==> src/funcPkg.sv <==
package funcPkg;

    localparam int FUNC_BITS = 128;               // truth table of a 7-variable function
    localparam int FUNC_VARS = $clog2(FUNC_BITS); // index width into a truth table
    localparam int NUM_PERMS = 6;                 // orderings of variables A, B, C
    localparam int POP_BITS  = FUNC_VARS + 1;     // popcount of a full table, 0..128

    typedef logic [FUNC_BITS-1:0] boolFunc;

    // value is the validMask bit the permutation occupies
    typedef enum logic [2:0] {
        ABC = 3'd5,
        ACB = 3'd4,
        BAC = 3'd3,
        BCA = 3'd2,
        CAB = 3'd1,
        CBA = 3'd0
    } permId;

    typedef struct packed {
        boolFunc [NUM_PERMS-1:0] bots;      // permuted bots, indexed by permId
        logic [NUM_PERMS-1:0]    validMask; // permuted bot stays inside top
    } permSet;

    // source bit of the bot for bit k of the permuted bot
    // A, B, C live in index bits 4, 5, 6; bits 3..0 pass straight through
    function automatic logic [FUNC_VARS-1:0] srcIndex(permId p, logic [FUNC_VARS-1:0] k);
        logic a;
        logic b;
        logic c;
        logic [2:0] src; // {bit6, bit5, bit4} of the source index
        a = k[4];
        b = k[5];
        c = k[6];
        case (p)
            ABC:     src = {c, b, a}; // identity
            ACB:     src = {b, c, a}; // swap B and C
            BAC:     src = {c, a, b}; // swap A and B
            BCA:     src = {a, c, b}; // rotate
            CAB:     src = {b, a, c}; // rotate the other way
            default: src = {a, b, c}; // CBA, swap A and C
        endcase
        return {src, k[3:0]};
    endfunction

endpackage

==> src/streamPkg.sv <==
package streamPkg;

    import funcPkg::*;

    localparam int INDEX_BITS = 23; // bots since the last top load
    localparam int COUNT_BITS = 3;  // valid permutations, 0..6
    localparam int SUM_BITS   = 38; // summed uncovered top bits

    // one result per bot, msb first
    typedef struct packed {
        logic [INDEX_BITS-1:0] botIndex;
        logic [COUNT_BITS-1:0] pcoeffCount;
        logic [SUM_BITS-1:0]   summedData;
    } resultWord;

    // RUN accepts bots and tops
    // LOAD_TOP is the idle cycle that follows a top load
    typedef enum logic {
        LOAD_TOP = 1'b0,
        RUN      = 1'b1
    } mgrState;

    // what enters the count pipeline with acceptStrobe
    typedef struct packed {
        logic [INDEX_BITS-1:0] botIndex;
        permSet                perms;
    } stageRec;

endpackage

==> src/permuteCheck.sv <==
`timescale 1ns/100ps

module permuteCheck import funcPkg::*; (
    input  boolFunc top,
    input  boolFunc bot,
    output permSet  perms
);

    boolFunc [NUM_PERMS-1:0] permBots; // bot with A, B, C reordered
    boolFunc [NUM_PERMS-1:0] outside;  // permuted bot bits not covered by top

    // pure rewiring, each output bit picks one bot bit
    always_comb begin
        for (int p = 0; p < NUM_PERMS; p++) begin
            for (int k = 0; k < FUNC_BITS; k++) begin
                permBots[p][k] = bot[srcIndex(permId'(p), FUNC_VARS'(k))];
            end
        end
    end

    // valid when no bit of the permuted bot falls outside top
    always_comb begin
        for (int p = 0; p < NUM_PERMS; p++) begin
            outside[p]         = permBots[p] & ~top;
            perms.validMask[p] = ~|outside[p];
            perms.bots[p]      = permBots[p]; // mask order ABC at bit 5 down to CBA at bit 0
        end
    end

endmodule

==> src/pipelineManager.sv <==
`timescale 1ns/100ps

module pipelineManager import funcPkg::*, streamPkg::*; #(
    parameter int BUF_DEPTH = 32
) (
    input  logic    clock,
    input  logic    rst,
    input  logic    ivalid,
    input  logic    startNewTop,
    input  boolFunc botIn,
    input  permSet  perms,
    input  logic    popStrobe,
    output logic    oready,
    output boolFunc top,
    output logic    acceptStrobe,
    output stageRec stage
);

    localparam int CREDIT_BITS = $clog2(BUF_DEPTH) + 1; // holds 0..BUF_DEPTH

    mgrState                state;
    mgrState                nextState;
    logic [CREDIT_BITS-1:0] credits;     // free slots in the output buffer
    logic [CREDIT_BITS-1:0] nextCredits;
    logic [INDEX_BITS-1:0]  botIndex;    // index the next bot will carry
    logic                   transfer;
    logic                   topLoad;
    logic                   botAccept;

    assign transfer  = ivalid && oready;
    assign topLoad   = transfer && startNewTop; // word becomes the new top, no result
    assign botAccept = transfer && !startNewTop;

    always_comb begin
        case (state)
            RUN:     nextState = topLoad ? LOAD_TOP : RUN;
            default: nextState = RUN; // single idle cycle after a top load
        endcase
    end

    // a bot spends a slot, an output transfer gives one back
    assign nextCredits = credits - CREDIT_BITS'(botAccept) + CREDIT_BITS'(popStrobe);

    always_ff @(posedge clock) begin
        if (rst) begin
            state        <= RUN;
            credits      <= CREDIT_BITS'(BUF_DEPTH);
            oready       <= 1'b0;
            top          <= '0;
            botIndex     <= '0;
            acceptStrobe <= 1'b0;
        end else begin
            state        <= nextState;
            credits      <= nextCredits;
            oready       <= (nextState == RUN) && (nextCredits != '0); // registered ready
            acceptStrobe <= botAccept;
            if (topLoad) begin
                top      <= botIn;
                botIndex <= '0; // results restart at index 0
            end else if (botAccept) begin
                botIndex <= botIndex + 1'b1;
            end
        end
    end

    // permSet was formed against the top in force at this edge
    always_ff @(posedge clock) begin
        if (botAccept) begin
            stage <= '{botIndex: botIndex, perms: perms};
        end
    end

    // wrap in either direction lands above BUF_DEPTH
    creditRange: assert property (@(posedge clock) disable iff (rst)
        credits <= CREDIT_BITS'(BUF_DEPTH))
        else $error("credit counter left 0..%0d", BUF_DEPTH);

endmodule

==> src/countPipeline.sv <==
`timescale 1ns/100ps

module countPipeline import funcPkg::*, streamPkg::*; (
    input  logic      clock,
    input  logic      rst,
    input  boolFunc   top,
    input  logic      acceptStrobe,
    input  stageRec   stage,
    output logic      resultValid,
    output resultWord result
);

    logic                              valid1;
    logic                              valid2;
    logic [INDEX_BITS-1:0]             index1;
    logic [INDEX_BITS-1:0]             index2;
    boolFunc [NUM_PERMS-1:0]           uncovered1; // top bits the permuted bot misses
    logic [NUM_PERMS-1:0]              mask1;
    logic [NUM_PERMS-1:0][POP_BITS-1:0] counts2;   // one popcount per permutation
    logic [COUNT_BITS-1:0]             pcoeff2;
    logic [SUM_BITS-1:0]               summedNext;

    function automatic logic [POP_BITS-1:0] popCount(boolFunc f);
        logic [POP_BITS-1:0] n;
        n = '0;
        for (int i = 0; i < FUNC_BITS; i++) begin
            n = n + POP_BITS'(f[i]);
        end
        return n;
    endfunction

    always_comb begin
        summedNext = '0;
        for (int p = 0; p < NUM_PERMS; p++) begin
            summedNext = summedNext + SUM_BITS'(counts2[p]); // at most 6 * 128
        end
    end

    always_ff @(posedge clock) begin
        if (rst) begin
            valid1      <= 1'b0;
            valid2      <= 1'b0;
            resultValid <= 1'b0;
        end else begin
            valid1      <= acceptStrobe;
            valid2      <= valid1;
            resultValid <= valid2; // third edge after acceptance
        end
    end

    always_ff @(posedge clock) begin
        // stage 1, invalid permutations contribute nothing
        index1 <= stage.botIndex;
        mask1  <= stage.perms.validMask;
        for (int p = 0; p < NUM_PERMS; p++) begin
            uncovered1[p] <= stage.perms.validMask[p] ? (top & ~stage.perms.bots[p]) : '0;
        end
        // stage 2
        index2  <= index1;
        pcoeff2 <= COUNT_BITS'(popCount(FUNC_BITS'(mask1)));
        for (int p = 0; p < NUM_PERMS; p++) begin
            counts2[p] <= popCount(uncovered1[p]);
        end
        // stage 3
        result.botIndex    <= index2;
        result.pcoeffCount <= pcoeff2;
        result.summedData  <= summedNext;
    end

    pcoeffRange: assert property (@(posedge clock) disable iff (rst)
        resultValid |-> result.pcoeffCount <= COUNT_BITS'(NUM_PERMS))
        else $error("pcoeffCount above %0d", NUM_PERMS);

endmodule

==> src/outputBuffer.sv <==
`timescale 1ns/100ps

module outputBuffer import streamPkg::*; #(
    parameter int BUF_DEPTH = 32
) (
    input  logic      clock,
    input  logic      rst,
    input  logic      resultValid,
    input  resultWord result,
    input  logic      iready,
    output logic      ovalid,
    output resultWord dataOut,
    output logic      popStrobe
);

    localparam int ADDR_BITS = $clog2(BUF_DEPTH);

    resultWord            mem [BUF_DEPTH];
    logic [ADDR_BITS-1:0] wrPtr;  // wraps, depth is a power of two
    logic [ADDR_BITS-1:0] rdPtr;
    logic [ADDR_BITS:0]   fill;   // words stored, 0..BUF_DEPTH

    assign ovalid    = (fill != '0);     // head word is ready
    assign dataOut   = mem[rdPtr];       // fall through
    assign popStrobe = ovalid && iready; // output transfer

    always_ff @(posedge clock) begin
        if (resultValid) begin
            mem[wrPtr] <= result;
        end
    end

    always_ff @(posedge clock) begin
        if (rst) begin
            wrPtr <= '0;
            rdPtr <= '0;
            fill  <= '0;
        end else begin
            if (resultValid) begin
                wrPtr <= wrPtr + 1'b1;
            end
            if (popStrobe) begin
                rdPtr <= rdPtr + 1'b1;
            end
            fill <= fill + (ADDR_BITS+1)'(resultValid) - (ADDR_BITS+1)'(popStrobe);
        end
    end

    // credits upstream keep this from happening
    noOverflow: assert property (@(posedge clock) disable iff (rst)
        !(resultValid && fill == (ADDR_BITS+1)'(BUF_DEPTH)))
        else $error("write into a full output buffer");

    // stalled head word must not move
    holdOnStall: assert property (@(posedge clock) disable iff (rst)
        ovalid && !iready |=> ovalid && $stable(dataOut))
        else $error("output changed while stalled");

endmodule

==> src/openCLFullPipeline.sv <==
`timescale 1ns/100ps

module openCLFullPipeline import funcPkg::*, streamPkg::*; #(
    parameter int BUF_DEPTH = 32
) (
    input  logic        clock,
    input  logic        rst,
    input  logic        ivalid,
    input  logic        iready,
    output logic        ovalid,
    output logic        oready,
    input  logic        startNewTop,  // bot input carries a new top
    input  logic [63:0] botLower,
    input  logic [63:0] botUpper,
    output resultWord   summedDataPcoeffCountOut
);

    boolFunc   bot;
    boolFunc   top;
    permSet    perms;
    logic      acceptStrobe;
    stageRec   stage;
    logic      resultValid;
    resultWord result;
    logic      popStrobe;

    assign bot = {botUpper, botLower};

    // combinational, checks the incoming bot against the current top
    permuteCheck permuteChecker (
        .top   (top),
        .bot   (bot),
        .perms (perms)
    );

    pipelineManager #(
        .BUF_DEPTH (BUF_DEPTH)
    ) pipelineMngr (
        .clock        (clock),
        .rst          (rst),
        .ivalid       (ivalid),
        .startNewTop  (startNewTop),
        .botIn        (bot),          // also the top source
        .perms        (perms),
        .popStrobe    (popStrobe),    // credit return
        .oready       (oready),
        .top          (top),
        .acceptStrobe (acceptStrobe),
        .stage        (stage)
    );

    countPipeline countPipe (
        .clock        (clock),
        .rst          (rst),
        .top          (top),
        .acceptStrobe (acceptStrobe),
        .stage        (stage),
        .resultValid  (resultValid),
        .result       (result)
    );

    outputBuffer #(
        .BUF_DEPTH (BUF_DEPTH)
    ) resultsBuf (
        .clock       (clock),
        .rst         (rst),
        .resultValid (resultValid),
        .result      (result),
        .iready      (iready),
        .ovalid      (ovalid),
        .dataOut     (summedDataPcoeffCountOut),
        .popStrobe   (popStrobe)
    );

endmodule

==> config.mk <==
export PLATFORM = sky130hd
export DESIGN_NAME = openCLFullPipeline
export DESIGN_NICKNAME = d
export VERILOG_FILES = /design/src/funcPkg.sv /design/src/streamPkg.sv /design/src/permuteCheck.sv /design/src/pipelineManager.sv /design/src/countPipeline.sv /design/src/outputBuffer.sv /design/src/openCLFullPipeline.sv
export SDC_FILE = /design/constraint.sdc
export NUM_CORES = 2
export LEC_CHECK = 0
export BUFFER_PORTS_ARGS = -buffer_cell sky130_fd_sc_hd__buf_2
export CAP_MARGIN = 20
export CORE_UTILIZATION = 50
export CTS_CLUSTER_DIAMETER = 80
export CTS_CLUSTER_SIZE = 14
export DETAILED_ROUTE_END_ITERATION = 7
export GPL_ROUTABILITY_DRIVEN = 0
export GPL_TIMING_DRIVEN = 1
export PLACE_DENSITY_LB_ADDON = 0.08
export SLEW_MARGIN = 10
export SYNTH_ARGS = -nofsm -noshare
export SYNTH_HDL_FRONTEND = slang
export SYNTH_SLANG_ARGS = --single-unit
==> constraint.sdc <==
create_clock -name clock -period 25 [get_ports clock]
set_clock_uncertainty 0.2 [all_clocks]
set_input_delay 3.75 -clock clock [delete_from_list [all_inputs] [get_ports clock]]
set_output_delay 3.75 -clock clock [all_outputs]
set_load 0.03 [all_outputs]
## Word level (Yosys, flattened, before mapping)

Memory sizes are Yosys's and may differ from the RTL's. A register that Yosys moved wholly into a read port is not among the register bits.
Index checks and enable logic that the tools add are counted.

- Add/subtract/negate cells: 779
- Muxes and demuxes: 6
- Bitwise logic cells: 19
- Reductions and logical operators: 21

Operators with widths:

| cell | number |
|---|---|
| $add 8x1->8 | 756 |
| $and 128x128->128 | 12 |
| $not 128->128 | 7 |
| $reduce_or 128->1 | 6 |
| $add 38x8->38 | 4 |
| $add 23x1->23 const B | 1 |
| $add 1x1->2 | 7 |
| $add 3x1->3 | 4 |
| $add 6x1->6 | 2 |
| $reduce_bool 6->1 | 2 |
| $sub 6x1->6 | 2 |
| $add 5x1->5 const B | 2 |
| $mux 5 | 2 |
| $add 8x8->9 | 1 |
| $logic_not 1->1 | 7 |
| $logic_and 1x1->1 | 5 |
| $mux 1 | 4 |
| $reduce_or 2->1 | 1 |

- Register bits after elaboration: 1911
- Bits in writable memories: 2048
- Input bits: 133
- Output and inout port bits: 66
- Word-level logic and storage cells: 865
- Memories: 1

Memory list:

| memory | depth | bits a word | rd ports | clocked after memory_dff | wr ports | RTL line | text |
|---|---|---|---|---|---|---|---|
| resultsBuf.mem | 32 | 64 | 1 | 1 | 1 | outputBuffer.sv:18 | `resultWord mem [BUF_DEPTH];` |

## Logic depth before layout (Yosys ltp)

- Depth in word-level cells: 127
- Gate-level depth with buffers: 25
- Mapped depth without buffers: 25

## Modules after synthesis

Synthesis repeated with hierarchy kept, for this count alone.

- Cells, all modules: 10345
- Area total of the unflattened synthesis: 163792.1 um^2

Modules (own cells, without submodules):

| module | instances | cells each | area each (um^2) | seq. area each (um^2) |
|---|---|---|---|---|
| outputBuffer | 1 | 3579 | 78217.5 | 61919.4 |
| countPipeline | 1 | 4101 | 47878.4 | 18237.5 |
| pipelineManager | 1 | 1549 | 29966.2 | 27136.0 |
| permuteCheck | 1 | 1116 | 7729.9 | 0.0 |

## Worst setup path before layout

Ideal clock, no wire load.

- Kind: input to register
- Start point: input ivalid
- End point: register pipelineMngr.oready
- Library setup time: 128 ps
- Arrival: 12657 ps
- Data required time: 24672 ps
- Setup slack: 12015 ps
- Stages: 12
- Path buffers: 0
- Cell sequence: nand2_1 > nor2_1 > ha_1 > inv_1 > ha_1 > inv_1 > fa_1 > nor2b_1 > o21ai_0 > nand2b_1 > xnor2_1 > a31oi_1

- Word-level cells in the longest chain between the ends: 6
- Elaborated cells between the ends (all ways): 9
- Classes of those cells: add/sub (2); mux (2); reduce/logical (5)

RTL lines:

| element | RTL line | text |
|---|---|---|
| from (decl) | openCLFullPipeline.sv:8 | `input logic ivalid,` |
| $logic_and 1x1->1 | pipelineManager.sv:30 | `assign transfer = ivalid && oready;` |
| $logic_and 1x1->1 | pipelineManager.sv:32 | `assign botAccept = transfer && !startNewTop;` |
| via pipelineMngr.botAccept | pipelineManager.sv:28 | `logic botAccept;` |
| $sub 6x1->6 | pipelineManager.sv:42 | `assign nextCredits = credits - CREDIT_BITS'(botAccept) + CREDIT_BITS'(popStrobe);` |
| $add 6x1->6 | pipelineManager.sv:42 |  |
| $reduce_bool 6->1 | pipelineManager.sv:55 | `oready <= (nextState == RUN) && (nextCredits != '0);` |
| $logic_and 1x1->1 | pipelineManager.sv:55 |  |
| to (signal assigned) | pipelineManager.sv:55 |  |
| to (decl) | pipelineManager.sv:13 | `output logic oready,` |

The timed path passes the listed nets, and every way through them passes these cells.
A chain may end at the register's enable or synchronous reset.

==> flow_summary.toml <==
[status]
outcome = "complete, but fails checks"
violations = "design-rule violations"

[clock_network]
cts_tree = "done"
cts.sink_count = 2433
cts_resized = 0
ctsHoldBuffers = 0
cts_setup_buffers = 0
clk_pin_slew_ps = 70
clockBufferDepth = 3
root_buffer = "clkbuf_16"
worstSkewPairLatency_ps = 870
cts_max_level = 4
cts_buffers = 194

[global_routing]
grt_pass1_vias = 63342
antenna_found_initial = 28
grt_use_total_pct = 30.5
grt_start_max_net_pins = 158
grt_pass1_wl_mm = 462
grt-ovfl-total = 0

[synth]
synth_area_mm2 = 0.107
seq_area_frac_synth_pct = 58.2
async_reset_ff_share_pct = 0
syn_avg_cell_area_um2 = 13.6
synthCells = 7874
synth_edf_count = 1341
synth-seq-cells = 2433
yosysWarnings = 0
synth_flop_cell = "edfxtp_1"
synth_cell_types = 64

[placed_design]
place_inst = 10608
portBuffers = 171
dp_slack_ps = 15260
dp_hpwl_mm = 214

[setup_path]
worstSetupStartpointType = "flop"
slowest_stage = "buf_4"
end_kind = "output port"
crit_path_max_incr_delay_ps = 950
path_common_cell = "buf_4"
path_max_fanout = 81
setup.worst_path.class = "reg -> out"
crit_chain = "buf_4 > buf_4 > buf_4 > buf_4 > mux4_2 > a22oi_1 > nand3_1 > buf_2"
required_ps = 21050
critPathArrivalTime_ps = 6750

[timing]
slew_viol_final = 0
fin_ws_ps = 14300
min_period_ps = 10700
fin_setup_tns_ps = 0
rsz0062_at_grt = "no"
finalCritPeriodShare_pct = 42.8
finalSetupViolations = 0
relSlewSlack_pct = 14.9
hold_violations = 0
whs_ps = 115
worstMarginPinSlew_ps = 1280
max_freq_ghz = 0.0935

[pwr]
irDropWorstVdd_uv = 80.6
leakage_nw = 46.6
power_per_cell_area_mw_per_mm2 = 74.9

[layout]
fin_cells = 10955
synthToLayoutAreaGrowth_pct = 8.79
num-nets-final = 9036
layout-drive-gt1-share_pct = 7.53
fillCellCount = 17708

[floorplan]
initial_utilization_pct = 50.3
dieArea_mm2 = 0.215
die_w_um = 464
die_h_um = 464
row_count = 169
ios = 199
core_mm2 = 0.212

[detailed_routing]
via_count = 61912
drcViolationCount = 1057
first_iter_violations = 6227
final_antenna_net_count = 0
wl_mm = 325
post_drt_wl_per_cell_um = 29.7
viasPerCell = 5.65
detail_route.first_pass.iterations = 8

[worst_hold_path]
worstHoldPathType = "reg -> reg"

[job]
timing.max_cap.violations = 0
flip-flops by register name, indices dropped and copies added (netlist names), 3 cells and up, named ones only:
register,count
countPipe.counts2,48
countPipe.index1,23
countPipe.index2,23
countPipe.mask1,6
countPipe.pcoeff2,3
countPipe.result,37
countPipe.uncovered1,768
pipelineMngr.botIndex,23
pipelineMngr.credits,6
pipelineMngr.stage,157
pipelineMngr.top,128
resultsBuf.fill,6
resultsBuf.mem,1184
resultsBuf.rdPtr,5
resultsBuf.wrPtr,5
synth_stat cells, types with 5 or more instances:
cell type / n / area [um2]
a22oi_1: 37 / 278
a21o_1: 7 / 52.6
or2_2: 5 / 31.3
a21boi_0: 5 / 37.5
a31oi_1: 8 / 50.1
ha_1: 198 / 2480
a211oi_1: 151 / 1130
and3b_1: 576 / 5040
o21ai_0: 52 / 260
and2_1: 199 / 1240
nand4_1: 19 / 119
o2111ai_1: 33 / 289
nor2b_1: 202 / 1260
nand3_1: 51 / 255
xnor2_1: 37 / 324
nor3_1: 112 / 561
nor2_1: 91 / 342
mux4_2: 74 / 1670
buf_2: 49 / 245
clkbuf_1: 226 / 848
o21ai_1: 5 / 25.0
mux2i_1: 302 / 3020
edfxtp_1: 1341 / 40300
nor4_1: 73 / 457
a21oi_1: 153 / 766
xor2_1: 31 / 272
buf_4: 44 / 330
fa_1: 720 / 14400
buf_1: 15 / 56.3
nand2_1: 307 / 1150
dfxtp_1: 1092 / 21900
o22ai_1: 244 / 1530
buf_6: 32 / 360
inv_1: 1221 / 4580
nand2b_1: 105 / 657
clkbuf_2: 5 / 25.0
per-layer routing:
metal  vias up  part of all wire (%)  track usage (%)
li1      26861                     -                -
met1     31778                    39             38.4
met2      2507                    48             50.5
met3       746                   6.7             5.30
met4        20                   5.9             15.4
met5         -                  0.12             1.07
critical path: cells and delay by family, from the launching register on:
kind | cells | cell delay [ps]
AOI/OAI and AO/OA | 1 | 250
and+or+nand+nor | 1 | 210
DFF | 1 | 930
muxes | 1 | 600
buffers and inverters | 5 | 3610
worst paths after layout:
| check | slack [ps] | end | startpoint | depth (start not counted) |
|---|---|---|---|---|
| worst min register to register | 120 | countPipe.index2[0] | countPipe.index1[0] | 0 |
| worst max-delay path | 14300 | summedDataPcoeffCountOut[10] | flop | 8 |
| worst max register to register | 16900 | countPipe.counts2[14] | countPipe.uncovered1[176] | 21 |
| worst min-delay path | 120 | countPipe.index2[0] | countPipe.index1[0] | 0 |
power breakdown:
| part | leakage [nW] | switching [W] | internal (W) | total (W) |
|---|---|---|---|---|
| clock network | 2.71 | 0.00144 | 0.00149 | 0.00293 |
| registers | 21.1 | 0.000199 | 0.00433 | 0.00453 |
| logic | 22.8 | 0.000757 | 0.000482 | 0.00124 |
| total | 46.6 | 0.00240 | 0.00630 | 0.00870 |
kinds of logic (layout without fill, tap and decap cells):
| group | count (synthesis) | count (layout) | synth area share [%] |
|---|---|---|---|
| adders and majority gates | 918 | 918 | 15.8 |
| buffers and inverters | 1593 | 1818 | 6.04 |
| xor gates and xnor gates | 68 | 68 | 0.558 |
| and+or+nand+nor | 1768 | 1768 | 10.7 |
| AOI/OAI and AO/OA | 717 | 717 | 4.32 |
| DFF | 2433 | 2433 | 58.2 |
| muxes | 376 | 376 | 4.39 |
| other | 1 | 36 | 0.00351 |
area by class of cell:
cell class	instances	area (um2)	share of cell area, %
multi-input combinational	3874	38600	33.2
timing repair buffer	260	1590	1.37
inverter	1222	4590	3.95
sequential	2433	62100	53.5
tap	2821	3530	3.04
clock buffer	320	5430	4.68
clock inverter	16	272	0.234
antenna	9	22.5	0.0194
cell usage in the layout (no fill, tap or decap), drive strengths merged, types with 52 or more instances in the layout:
cell    synthesis  final
o22ai         244    244
a21oi         153    153
clkbuf        231    320
o21ai          57     57
and2          199    199
inv          1222   1229
ha            198    198
mux2i         302    302
nor2           91     91
nand3          52     52
nor2b         202    202
and3b         576    576
nand2b        105    105
fa            720    720
mux4           74     74
dfxtp        1092   1092
nand2         308    308
buf           140    260
edfxtp       1341   1341
a211oi        151    151
nor4           74     74
nor3          112    112
stage by stage:
step | area (um2) | utilization (%) | total power (W)
after detailed placement | 110000 | 52.0 | 0.00586
after CTS | 116000 | 54.7 | 0.00875
final | 116000 | 54.8 | 0.00870
after global routing | 116000 | 54.7 | 0.00901
after floorplan | 107000 | - | 0.00542
after global placement | 110000 | 52.0 | 0.00584
Power figures use the tool's default switching activity.
